File: config.mk
export PLATFORM = sky130hd
export DESIGN_NAME = cart_mapper
export DESIGN_NICKNAME = d
export VERILOG_FILES = /design/src/hdl/cart_pkg.sv /design/src/hdl/bank_window.sv /design/src/hdl/cart_mapper.sv /design/src/hdl/io_port_decode.sv /design/src/hdl/window_select.sv
export SDC_FILE = /design/constraint.sdc
export NUM_CORES = 1
export LEC_CHECK = 0
export ABC_CLOCK_PERIOD_IN_PS = 1300
export BUFFER_PORTS_ARGS = -buffer_cell sky130_fd_sc_hd__buf_2
export CAP_MARGIN = 10
export CORE_MARGIN = 2
export CORE_UTILIZATION = 50
export CTS_CLUSTER_DIAMETER = 120
export DETAILED_ROUTE_END_ITERATION = 8
export PLACE_DENSITY = 0.72
export SYNTH_ARGS = -nofsm -noshare
export SYNTH_HDL_FRONTEND = slang
export SYNTH_HIERARCHICAL = 1
export SYNTH_SLANG_ARGS = --single-unit
File: constraint.sdc
create_clock -name nWE -period 1.3 [get_ports nWE]
set_input_delay 0.065 -clock nWE [delete_from_list [all_inputs] [get_ports nWE]]
set_output_delay 0.065 -clock nWE [all_outputs]
set_load 0.03 [all_outputs]
File: src/hdl/cart_pkg.sv
package cart_pkg;

    // widths with a meaning on the cartridge bus
    typedef logic [7:0] port_addr_t;
    typedef logic [7:0] port_data_t;
    typedef logic [9:0] bank_t;
    typedef logic [8:0] rom_bank_t;
    typedef logic [3:0] ram_bank_t;
    typedef logic [6:0] addr_ext_t;

    // Bandai 2001 ports
    localparam port_addr_t PORT_LINEAR_OFF   = 8'hC0;
    localparam port_addr_t PORT_RAM_BANK     = 8'hC1;
    localparam port_addr_t PORT_ROM_BANK_0   = 8'hC2;
    localparam port_addr_t PORT_ROM_BANK_1   = 8'hC3;

    // Bandai 2003 ports
    localparam port_addr_t PORT_MEMORY_CTRL  = 8'hCE;
    localparam port_addr_t PORT_RAM_BANK_L   = 8'hD0;
    localparam port_addr_t PORT_RAM_BANK_H   = 8'hD1;
    localparam port_addr_t PORT_ROM_BANK_0_L = 8'hD2;
    localparam port_addr_t PORT_ROM_BANK_0_H = 8'hD3;
    localparam port_addr_t PORT_ROM_BANK_1_L = 8'hD4;
    localparam port_addr_t PORT_ROM_BANK_1_H = 8'hD5;

    // cartridge extension ports
    localparam port_addr_t PORT_POW_CNT      = 8'hE2;
    localparam port_addr_t PORT_BANK_MASK_LO = 8'hE4;
    localparam port_addr_t PORT_BANK_MASK_HI = 8'hE5;

    // magic byte that software writes to POW_CNT when extensions are locked
    // the mapper takes every POW_CNT write so this value only documents the protocol
    localparam port_data_t POW_UNLOCK = 8'hFD;

    // bank window slots
    localparam int WIN_RAM     = 0;
    localparam int WIN_ROM0    = 1;
    localparam int WIN_ROM1    = 2;
    localparam int NUM_WINDOWS = 3;

    localparam bank_t      BANK_RESET     = 10'h3FF;
    localparam rom_bank_t  ROM_MASK_RESET = 9'h1FF;
    localparam ram_bank_t  RAM_MASK_RESET = 4'hF;
    localparam port_data_t LINEAR_RESET   = 8'hFF;

    typedef struct packed {
        logic       sel_n;
        logic       oe_n;
        logic       io_n;
        logic [8:0] addr_lo;
        logic [3:0] addr_hi;
    } host_bus_t;

    // write strobes from the port decoder into one window
    typedef struct packed {
        logic       wr_lo;
        logic       wr_hi;
        logic       wr_apply;
        logic       apply_value;
        port_data_t data;
    } bank_wr_t;

    typedef struct packed {
        rom_bank_t rom_mask;
        ram_bank_t ram_mask;
    } mask_cfg_t;

    typedef struct packed {
        bank_t     bank;
        logic      apply;
        rom_bank_t rom_masked;
        ram_bank_t ram_masked;
    } window_bank_t;

    // mcu_reset is the active-low reset level driven to the MCU
    typedef struct packed {
        logic mcu_reset;
        logic sram_enable;
        logic tf_power;
        logic fastclk_enable;
    } pow_cnt_t;

endpackage

File: src/hdl/bank_window.sv
`timescale 1ns/1ns

module bank_window (
    input  logic                   nWE,
    input  logic                   rst_n,
    input  cart_pkg::bank_wr_t     wr,
    input  cart_pkg::mask_cfg_t    mask,
    output cart_pkg::window_bank_t bank
);

    cart_pkg::bank_t bank_q;
    logic            apply_q;

    always_ff @(posedge nWE or negedge rst_n) begin
        if (!rst_n) begin
            bank_q  <= cart_pkg::BANK_RESET;
            apply_q <= 1'b1;
        end else begin
            if (wr.wr_lo) begin
                bank_q[7:0] <= wr.data;
            end
            // wide high port keeps two bits only
            if (wr.wr_hi) begin
                bank_q[9:8] <= wr.data[1:0];
            end
            if (wr.wr_apply) begin
                apply_q <= wr.apply_value;
            end
        end
    end

    always_comb begin
        bank.bank  = bank_q;
        bank.apply = apply_q;
        if (apply_q) begin
            bank.rom_masked = bank_q[8:0] & mask.rom_mask;
            bank.ram_masked = bank_q[3:0] & mask.ram_mask;
        end else begin
            bank.rom_masked = bank_q[8:0];
            bank.ram_masked = bank_q[3:0];
        end
    end

endmodule

File: src/hdl/cart_mapper.sv
`timescale 1ns/1ns

module cart_mapper (
    input  logic                 nWE,
    input  logic                 rst_n,
    input  cart_pkg::host_bus_t  host,
    input  cart_pkg::port_data_t data_in,
    output cart_pkg::port_data_t data_out,
    output logic                 data_oe,
    output cart_pkg::addr_ext_t  addr_ext,
    output logic                 mem_oe_n,
    output logic                 mem_we_n,
    output logic                 psram1_sel_n,
    output logic                 psram2_sel_n,
    output logic                 sram_sel_n,
    output logic                 psram_lb_n,
    output logic                 psram_ub_n,
    output logic                 fastclk_enable_n,
    output logic                 tf_pow,
    output logic                 mcu_reset_n
);

    cart_pkg::bank_wr_t     [cart_pkg::NUM_WINDOWS-1:0] bank_wr;
    cart_pkg::window_bank_t [cart_pkg::NUM_WINDOWS-1:0] banks;
    cart_pkg::mask_cfg_t                                mask_cfg;
    cart_pkg::pow_cnt_t                                 pow;
    cart_pkg::port_data_t                               linear_off;
    logic                                               self_flash;

    io_port_decode u_decode (
        .nWE        (nWE),
        .rst_n      (rst_n),
        .host       (host),
        .data_in    (data_in),
        .banks      (banks),
        .bank_wr    (bank_wr),
        .mask_cfg   (mask_cfg),
        .pow        (pow),
        .self_flash (self_flash),
        .linear_off (linear_off),
        .io_rdata   (data_out),
        .io_ack     (data_oe)
    );

    // RAM, ROM 0 and ROM 1 windows
    for (genvar w = 0; w < cart_pkg::NUM_WINDOWS; w++) begin : g_window
        bank_window u_window (
            .nWE   (nWE),
            .rst_n (rst_n),
            .wr    (bank_wr[w]),
            .mask  (mask_cfg),
            .bank  (banks[w])
        );
    end

    window_select u_select (
        .host         (host),
        .banks        (banks),
        .self_flash   (self_flash),
        .linear_off   (linear_off),
        .sram_enable  (pow.sram_enable),
        .addr_ext     (addr_ext),
        .psram1_sel_n (psram1_sel_n),
        .psram2_sel_n (psram2_sel_n),
        .sram_sel_n   (sram_sel_n),
        .psram_lb_n   (psram_lb_n),
        .psram_ub_n   (psram_ub_n)
    );

    assign mem_oe_n = host.oe_n;
    assign mem_we_n = nWE;

    assign fastclk_enable_n = ~pow.fastclk_enable;
    assign tf_pow           = pow.tf_power;
    assign mcu_reset_n      = pow.mcu_reset;

endmodule

File: src/hdl/io_port_decode.sv
`timescale 1ns/1ns

module io_port_decode (
    input  logic                                             nWE,
    input  logic                                             rst_n,
    input  cart_pkg::host_bus_t                              host,
    input  cart_pkg::port_data_t                             data_in,
    input  cart_pkg::window_bank_t [cart_pkg::NUM_WINDOWS-1:0] banks,
    output cart_pkg::bank_wr_t     [cart_pkg::NUM_WINDOWS-1:0] bank_wr,
    output cart_pkg::mask_cfg_t                              mask_cfg,
    output cart_pkg::pow_cnt_t                               pow,
    output logic                                             self_flash,
    output cart_pkg::port_data_t                             linear_off,
    output cart_pkg::port_data_t                             io_rdata,
    output logic                                             io_ack
);

    cart_pkg::port_addr_t port;
    logic                 port_wr;
    logic                 port_known;

    assign port = {host.addr_hi, host.addr_lo[3:0]};

    // nWE rising edge closes the write cycle
    assign port_wr = ~host.sel_n & ~host.io_n;

    // strobes into the three bank windows
    always_comb begin
        bank_wr = '0;
        for (int w = 0; w < cart_pkg::NUM_WINDOWS; w++) begin
            bank_wr[w].data     = data_in;
            bank_wr[w].wr_apply = port_wr && (port == cart_pkg::PORT_BANK_MASK_HI);
        end

        // short 2001 ports alias the low byte of the wide 2003 ports
        bank_wr[cart_pkg::WIN_RAM].wr_lo = port_wr &&
            (port == cart_pkg::PORT_RAM_BANK || port == cart_pkg::PORT_RAM_BANK_L);
        bank_wr[cart_pkg::WIN_ROM0].wr_lo = port_wr &&
            (port == cart_pkg::PORT_ROM_BANK_0 || port == cart_pkg::PORT_ROM_BANK_0_L);
        bank_wr[cart_pkg::WIN_ROM1].wr_lo = port_wr &&
            (port == cart_pkg::PORT_ROM_BANK_1 || port == cart_pkg::PORT_ROM_BANK_1_L);

        bank_wr[cart_pkg::WIN_RAM].wr_hi  = port_wr && (port == cart_pkg::PORT_RAM_BANK_H);
        bank_wr[cart_pkg::WIN_ROM0].wr_hi = port_wr && (port == cart_pkg::PORT_ROM_BANK_0_H);
        bank_wr[cart_pkg::WIN_ROM1].wr_hi = port_wr && (port == cart_pkg::PORT_ROM_BANK_1_H);

        // E5 holds ram mask, apply ram, apply rom1, apply rom0 and rom mask bit 8
        bank_wr[cart_pkg::WIN_ROM0].apply_value = data_in[1];
        bank_wr[cart_pkg::WIN_ROM1].apply_value = data_in[2];
        bank_wr[cart_pkg::WIN_RAM].apply_value  = data_in[3];
    end

    always_ff @(posedge nWE or negedge rst_n) begin
        if (!rst_n) begin
            linear_off        <= cart_pkg::LINEAR_RESET;
            mask_cfg.rom_mask <= cart_pkg::ROM_MASK_RESET;
            mask_cfg.ram_mask <= cart_pkg::RAM_MASK_RESET;
            self_flash        <= 1'b0;
            pow.mcu_reset      <= 1'b1;
            pow.sram_enable    <= 1'b1;
            pow.tf_power       <= 1'b0;
            pow.fastclk_enable <= 1'b1;
        end else if (port_wr) begin
            case (port)
                cart_pkg::PORT_LINEAR_OFF: linear_off <= data_in;
                cart_pkg::PORT_MEMORY_CTRL: self_flash <= data_in[0];
                cart_pkg::PORT_BANK_MASK_LO: mask_cfg.rom_mask[7:0] <= data_in;
                cart_pkg::PORT_BANK_MASK_HI: begin
                    mask_cfg.rom_mask[8] <= data_in[0];
                    mask_cfg.ram_mask    <= data_in[7:4];
                end
                cart_pkg::PORT_POW_CNT: begin
                    pow.fastclk_enable <= data_in[0];
                    pow.tf_power       <= data_in[1];
                    pow.sram_enable    <= data_in[6];
                    pow.mcu_reset      <= data_in[7];
                end
                default: begin
                end
            endcase
        end
    end

    // readback mux
    always_comb begin
        port_known = 1'b1;
        io_rdata   = '0;
        case (port)
            cart_pkg::PORT_LINEAR_OFF: io_rdata = linear_off;
            cart_pkg::PORT_RAM_BANK,
            cart_pkg::PORT_RAM_BANK_L: io_rdata = banks[cart_pkg::WIN_RAM].bank[7:0];
            cart_pkg::PORT_ROM_BANK_0,
            cart_pkg::PORT_ROM_BANK_0_L: io_rdata = banks[cart_pkg::WIN_ROM0].bank[7:0];
            cart_pkg::PORT_ROM_BANK_1,
            cart_pkg::PORT_ROM_BANK_1_L: io_rdata = banks[cart_pkg::WIN_ROM1].bank[7:0];
            cart_pkg::PORT_RAM_BANK_H:
                io_rdata = {6'h00, banks[cart_pkg::WIN_RAM].bank[9:8]};
            cart_pkg::PORT_ROM_BANK_0_H:
                io_rdata = {6'h00, banks[cart_pkg::WIN_ROM0].bank[9:8]};
            cart_pkg::PORT_ROM_BANK_1_H:
                io_rdata = {6'h00, banks[cart_pkg::WIN_ROM1].bank[9:8]};
            cart_pkg::PORT_MEMORY_CTRL: io_rdata = {7'h00, self_flash};
            cart_pkg::PORT_BANK_MASK_LO: io_rdata = mask_cfg.rom_mask[7:0];
            cart_pkg::PORT_BANK_MASK_HI: io_rdata = {mask_cfg.ram_mask,
                                                     banks[cart_pkg::WIN_RAM].apply,
                                                     banks[cart_pkg::WIN_ROM1].apply,
                                                     banks[cart_pkg::WIN_ROM0].apply,
                                                     mask_cfg.rom_mask[8]};
            // extension enable bits 5:2 read as zero
            cart_pkg::PORT_POW_CNT: io_rdata = {pow.mcu_reset, pow.sram_enable, 4'h0,
                                                pow.tf_power, pow.fastclk_enable};
            default: port_known = 1'b0;
        endcase
    end

    assign io_ack = port_known & ~host.sel_n & ~host.io_n & ~host.oe_n;

endmodule

File: src/hdl/window_select.sv
`timescale 1ns/1ns

module window_select (
    input  cart_pkg::host_bus_t                                host,
    input  cart_pkg::window_bank_t [cart_pkg::NUM_WINDOWS-1:0] banks,
    input  logic                                               self_flash,
    input  cart_pkg::port_data_t                               linear_off,
    input  logic                                               sram_enable,
    output cart_pkg::addr_ext_t                                addr_ext,
    output logic                                               psram1_sel_n,
    output logic                                               psram2_sel_n,
    output logic                                               sram_sel_n,
    output logic                                               psram_lb_n,
    output logic                                               psram_ub_n
);

    cart_pkg::rom_bank_t rom_bank;
    cart_pkg::ram_bank_t ram_bank;
    logic                sel_rom_space;
    logic                sel_ram_space;
    logic                ram_area;
    logic                mem_access;

    always_comb begin
        rom_bank      = '0;
        sel_rom_space = 1'b0;
        sel_ram_space = 1'b0;
        ram_area      = 1'b0;
        case (host.addr_hi)
            4'h0: begin
            end
            4'h1: begin
                // self flash maps the RAM window onto PSRAM
                sel_rom_space = self_flash;
                sel_ram_space = ~self_flash;
                ram_area      = 1'b1;
                rom_bank      = banks[cart_pkg::WIN_RAM].rom_masked;
            end
            4'h2: begin
                sel_rom_space = 1'b1;
                rom_bank      = banks[cart_pkg::WIN_ROM0].rom_masked;
            end
            4'h3: begin
                sel_rom_space = 1'b1;
                rom_bank      = banks[cart_pkg::WIN_ROM1].rom_masked;
            end
            default: begin
                sel_rom_space = 1'b1;
                rom_bank      = {linear_off[4:0], host.addr_hi};
            end
        endcase
    end

    // SRAM banking always goes through the RAM window
    assign ram_bank = banks[cart_pkg::WIN_RAM].ram_masked;

    assign mem_access = ~host.sel_n & host.io_n;

    assign psram1_sel_n = ~(mem_access & sel_rom_space & (rom_bank[8:7] == 2'd0));
    assign psram2_sel_n = ~(mem_access & sel_rom_space & (rom_bank[8:7] == 2'd1));
    assign sram_sel_n   = ~(mem_access & sel_ram_space & ~ram_bank[3] & sram_enable);

    assign addr_ext[2:0] = sel_rom_space ? rom_bank[2:0] : ram_bank[2:0];
    // SRAM ignores bits above 2 so these always follow the ROM bank
    assign addr_ext[6:3] = rom_bank[6:3];

    // odd addresses in the RAM area hit the upper byte lane
    assign psram_lb_n = ram_area & host.addr_lo[0];
    assign psram_ub_n = ram_area & ~host.addr_lo[0];

endmodule
Yosys cells after proc, flatten, opt, wreduce, memory -nomap -nowiden
Index checks and enable logic that the tools add are counted.
Operators by class
  bitwise operators: 29
  mux-type cells: 10
  eq/ne operators: 18
  reduce and logical (&&, ||, !) cells: 21
Operators with widths (number)
  $eq A8 B8 Y1 const B: 14
  $pmux W8 S11: 1
  $mux W13: 3
  $pmux W9 S4: 1
  $and A9 B9 Y9: 3
  $reduce_or A14 Y1: 1
  $and A1 B1 Y1: 13
  $and A4 B4 Y4: 3
  $not A1 Y1: 10
  $reduce_and A2 Y1: 5
  $eq A4 B2 Y1 const B: 2
  $logic_and A1 B1 Y1: 7
  $reduce_or A2 Y1: 3
  $eq A4 B1 Y1 const B: 1
  $logic_not A4 Y1: 1
  $logic_or A1 B1 Y1: 3
  $mux W1: 3
  $mux W3: 1
  $eq A2 B1 Y1 const B: 1
  $logic_not A2 Y1: 1
  $pmux W1 S2: 1
Word-level totals
  word-level logic and storage cells: 96
  input port bits: 26
  output and inout port bits: 26
  flip-flop bits (word level): 59

Depth between registers and ports, before layout
  word-level depth: 6
  depth in mapped cells: 7
  depth with buffers taken out: 5

Hierarchy
The synthesis kept the hierarchy.
By module, submodules not included
  io_port_decode: seq. area each 680.7 µm², cells each 202, area each 2143.3 µm², instances 1
  bank_window: seq. area each 289.0 µm², cells each 51, area each 613.1 µm², instances 3
  window_select: seq. area each 0.0 µm², cells each 54, area each 409.1 µm², instances 1
  cart_mapper: seq. area each 0.0 µm², cells each 3, area each 18.8 µm², instances 1

==> results by group <==
Run status
  • Status: finished, violations left
  • Failing checks: negative setup slack

Setup path
  • Critical Path Max Stage Delay: 0.59 ns
  • CP Capture Type: primary output
  • Element type at the critical path start: flip-flop
  • Worst Path Arrival: 2.02 ns
  • Setup crit start: g_window[1].u_window/apply_q
  • Worst path buffer plus inverter count: 1
  • R2r setup slk: 0.18 ns
  • Crit path max fanout: 7
  • CP cell instances: a21boi_1 > mux2_4 > a221oi_4 > o211ai_1 > buf_4
  • Crit path max-delay family: flip-flops
  • CP Class: flip-flop to primary output
  • Crit-path slowest cell: dfstp_2
  • Worst path required time: 1.24 ns
  • Crit Reg-Reg Startpoint: g_window[2].u_window/apply_q

STA
  • Max Slew Vio Count: 0
  • RSZ-0062 raised after global routing: yes
  • Fin Clk Skew: 0 ns
  • Fmax: 479.9 MHz
  • Slew HR: 68.05%
  • Crit share post-route: 160.3%
  • Final hold violation count: 0
  • Worst slew pin tran: 0.4793 ns
  • Setup violations, final: 19
  • Setup ws final: -0.7838 ns
  • Post-layout min period: 2.084 ns
  • WHS: 0.01049 ns

Clock tree
  • Worst-Skew Late Latency: 0.46 ns
  • Clock-pin slew on the worst setup and hold paths: 0.07 ns
  • CTS tree: yes

Cells and area
  • Area grow syn2layout: 37.88%
  • Fill cells: 539
  • # diodes: 0
  • Fin nets: 537
  • Fraction of layout cells with a size suffix above 1: 69.19%

Die
  • Die width: 96.96 um
  • Initial cell density of the core: 52.06%
  • Die height: 96.96 um
  • Core ar.: 0.008299 sq mm
  • IO Pins: 52
  • Full die area: 0.009400 sq mm
  • Row cnt: 33

Detailed routing
  • Vias: 3667
  • Router iterations before antenna repair: 5
  • DR vias/cell: 5.905
  • Routed wire length: 13690 um
  • DRC Markers: 0
  • Drt initial violations: 245
  • Routed len/inst: 22.05 um
  • Final antenna-violating net count: 0

Place
  • Gp weighted congestion: 0.9496
  • HPWL Detailed: 9048 um
  • Dpl ws: -0.3595 ns
  • IO buf count: 46

Global routing
  • Largest net degree at the start of global routing: 60
  • Number of global-route vias before repair: 3868
  • Initial antenna violation count: 0
  • Tot GR Track Use: 29.24%
  • Total congestion overflow: 0
  • First-pass GRT wire length: 21020 um

Synth
  • Mapped Avg Cell Area: 10.91 sq um
  • Warnings from Yosys: 6
  • Synth Cell Area: 0.004320 sq mm
  • Syn_nets: 422
  • Cells after Synth: 396

Min path
  • Tightest Hold Check Type: primary input to flip-flop
  • Hold_sp: data_in[1]

Power and ir drop
  • Pleak: 2.580 nW
  • PwrDens: 879.7 mW/mm^2
  • Peak supply drop: 0.001127 V

Job
  • Max_cap viols: 0
## final timing paths
check | end | cells after the start
max | psram1_sel_n | 5
min | g_window[1].u_window/bank_q[1] | 2
max reg2reg | g_window[2].u_window/apply_q | 4
min reg2reg | u_decode/pow[1] | 1
max in group asynchronous | u_decode/pow[0] | 3
min in group asynchronous | u_decode/self_flash | 3
## area by class of cell
type	instances	area, sq um	share of cell area [%]
Inverter	33	126.4	2.121
Timing Repair Buffer	155	1318	22.12
Multi-Input combinational cell	249	2569	43.12
Clock inverter	5	77.57	1.302
Clock buffer	15	187.7	3.151
Tap cell	105	131.4	2.205
Sequential cell	59	1548	25.98
## registers in the layout, summed over array words and instances (netlist names)
register / count
g_window.u_window/apply_q: 3
g_window.u_window/bank_q: 30
u_decode/linear_off: 8
u_decode/mask_cfg: 13
u_decode/pow: 4
u_decode/self_flash: 1
## cell usage in the layout, fill, tap and decap left out, drive strengths merged, types with 7 or more instances in the layout
cell	n
buf	147
mux2	70
dfstp	57
inv	33
a21boi	31
nor2	19
clkbuf	16
nand2	10
a32oi	10
o21ai	8
dlygate4sd3	7
a21oi	7
nand3	7
and3	7
## routing by layer
layer,global-route usage (%),up-vias,wire length [um]
met3,6.431,44,939
met2,47.38,177,6639
li1,-,1626,-
met5,0,-,0
met1,36.73,1820,5527
met4,14.73,0,588
## per-stage QoR
stage	TNS [ns]	std cells	cell area, sq um	power, mW	util, %
3_5_place_dp	-14.07	589	5248	2.956	63.23
2_1_floorplan	-1.835	396	4538	2.651	-
6_report	-10.53	621	5957	5.241	71.78
4_1_cts	-10.35	620	5844	5.226	70.42
3_3_place_gp	-12.86	589	5248	2.937	63.23
5_1_grt	-11.48	621	5957	5.426	71.78
## worst reg2reg max path: cells and delay by family, from the launching register on
family	cells	cell delay, ns
flip-flops	1	0.59
buffers and inverters	3	0.36
multiplexers	1	0.13
## power breakdown
| group | internal (mW) | leakage [nW] | total, mW | switching [mW] |
|---|---|---|---|---|
| clock network | 1.34 | 0.135 | 2.26 | 0.917 |
| logic | 0.476 | 1.83 | 0.958 | 0.481 |
| registers | 1.96 | 0.616 | 2.02 | 0.0635 |
| total | 3.78 | 2.58 | 5.24 | 1.46 |
## timing repair
item | in CTS | in global routing
gates resized for setup | 71 | 30
hold endpoints to repair | 97 | 0
pin swaps | 20 | 10
setup buffers | 5 | 2
hold buffers | 7 | 0
endpoints found under the setup margin | 19 | 23
Power figures use the tool's default switching activity.
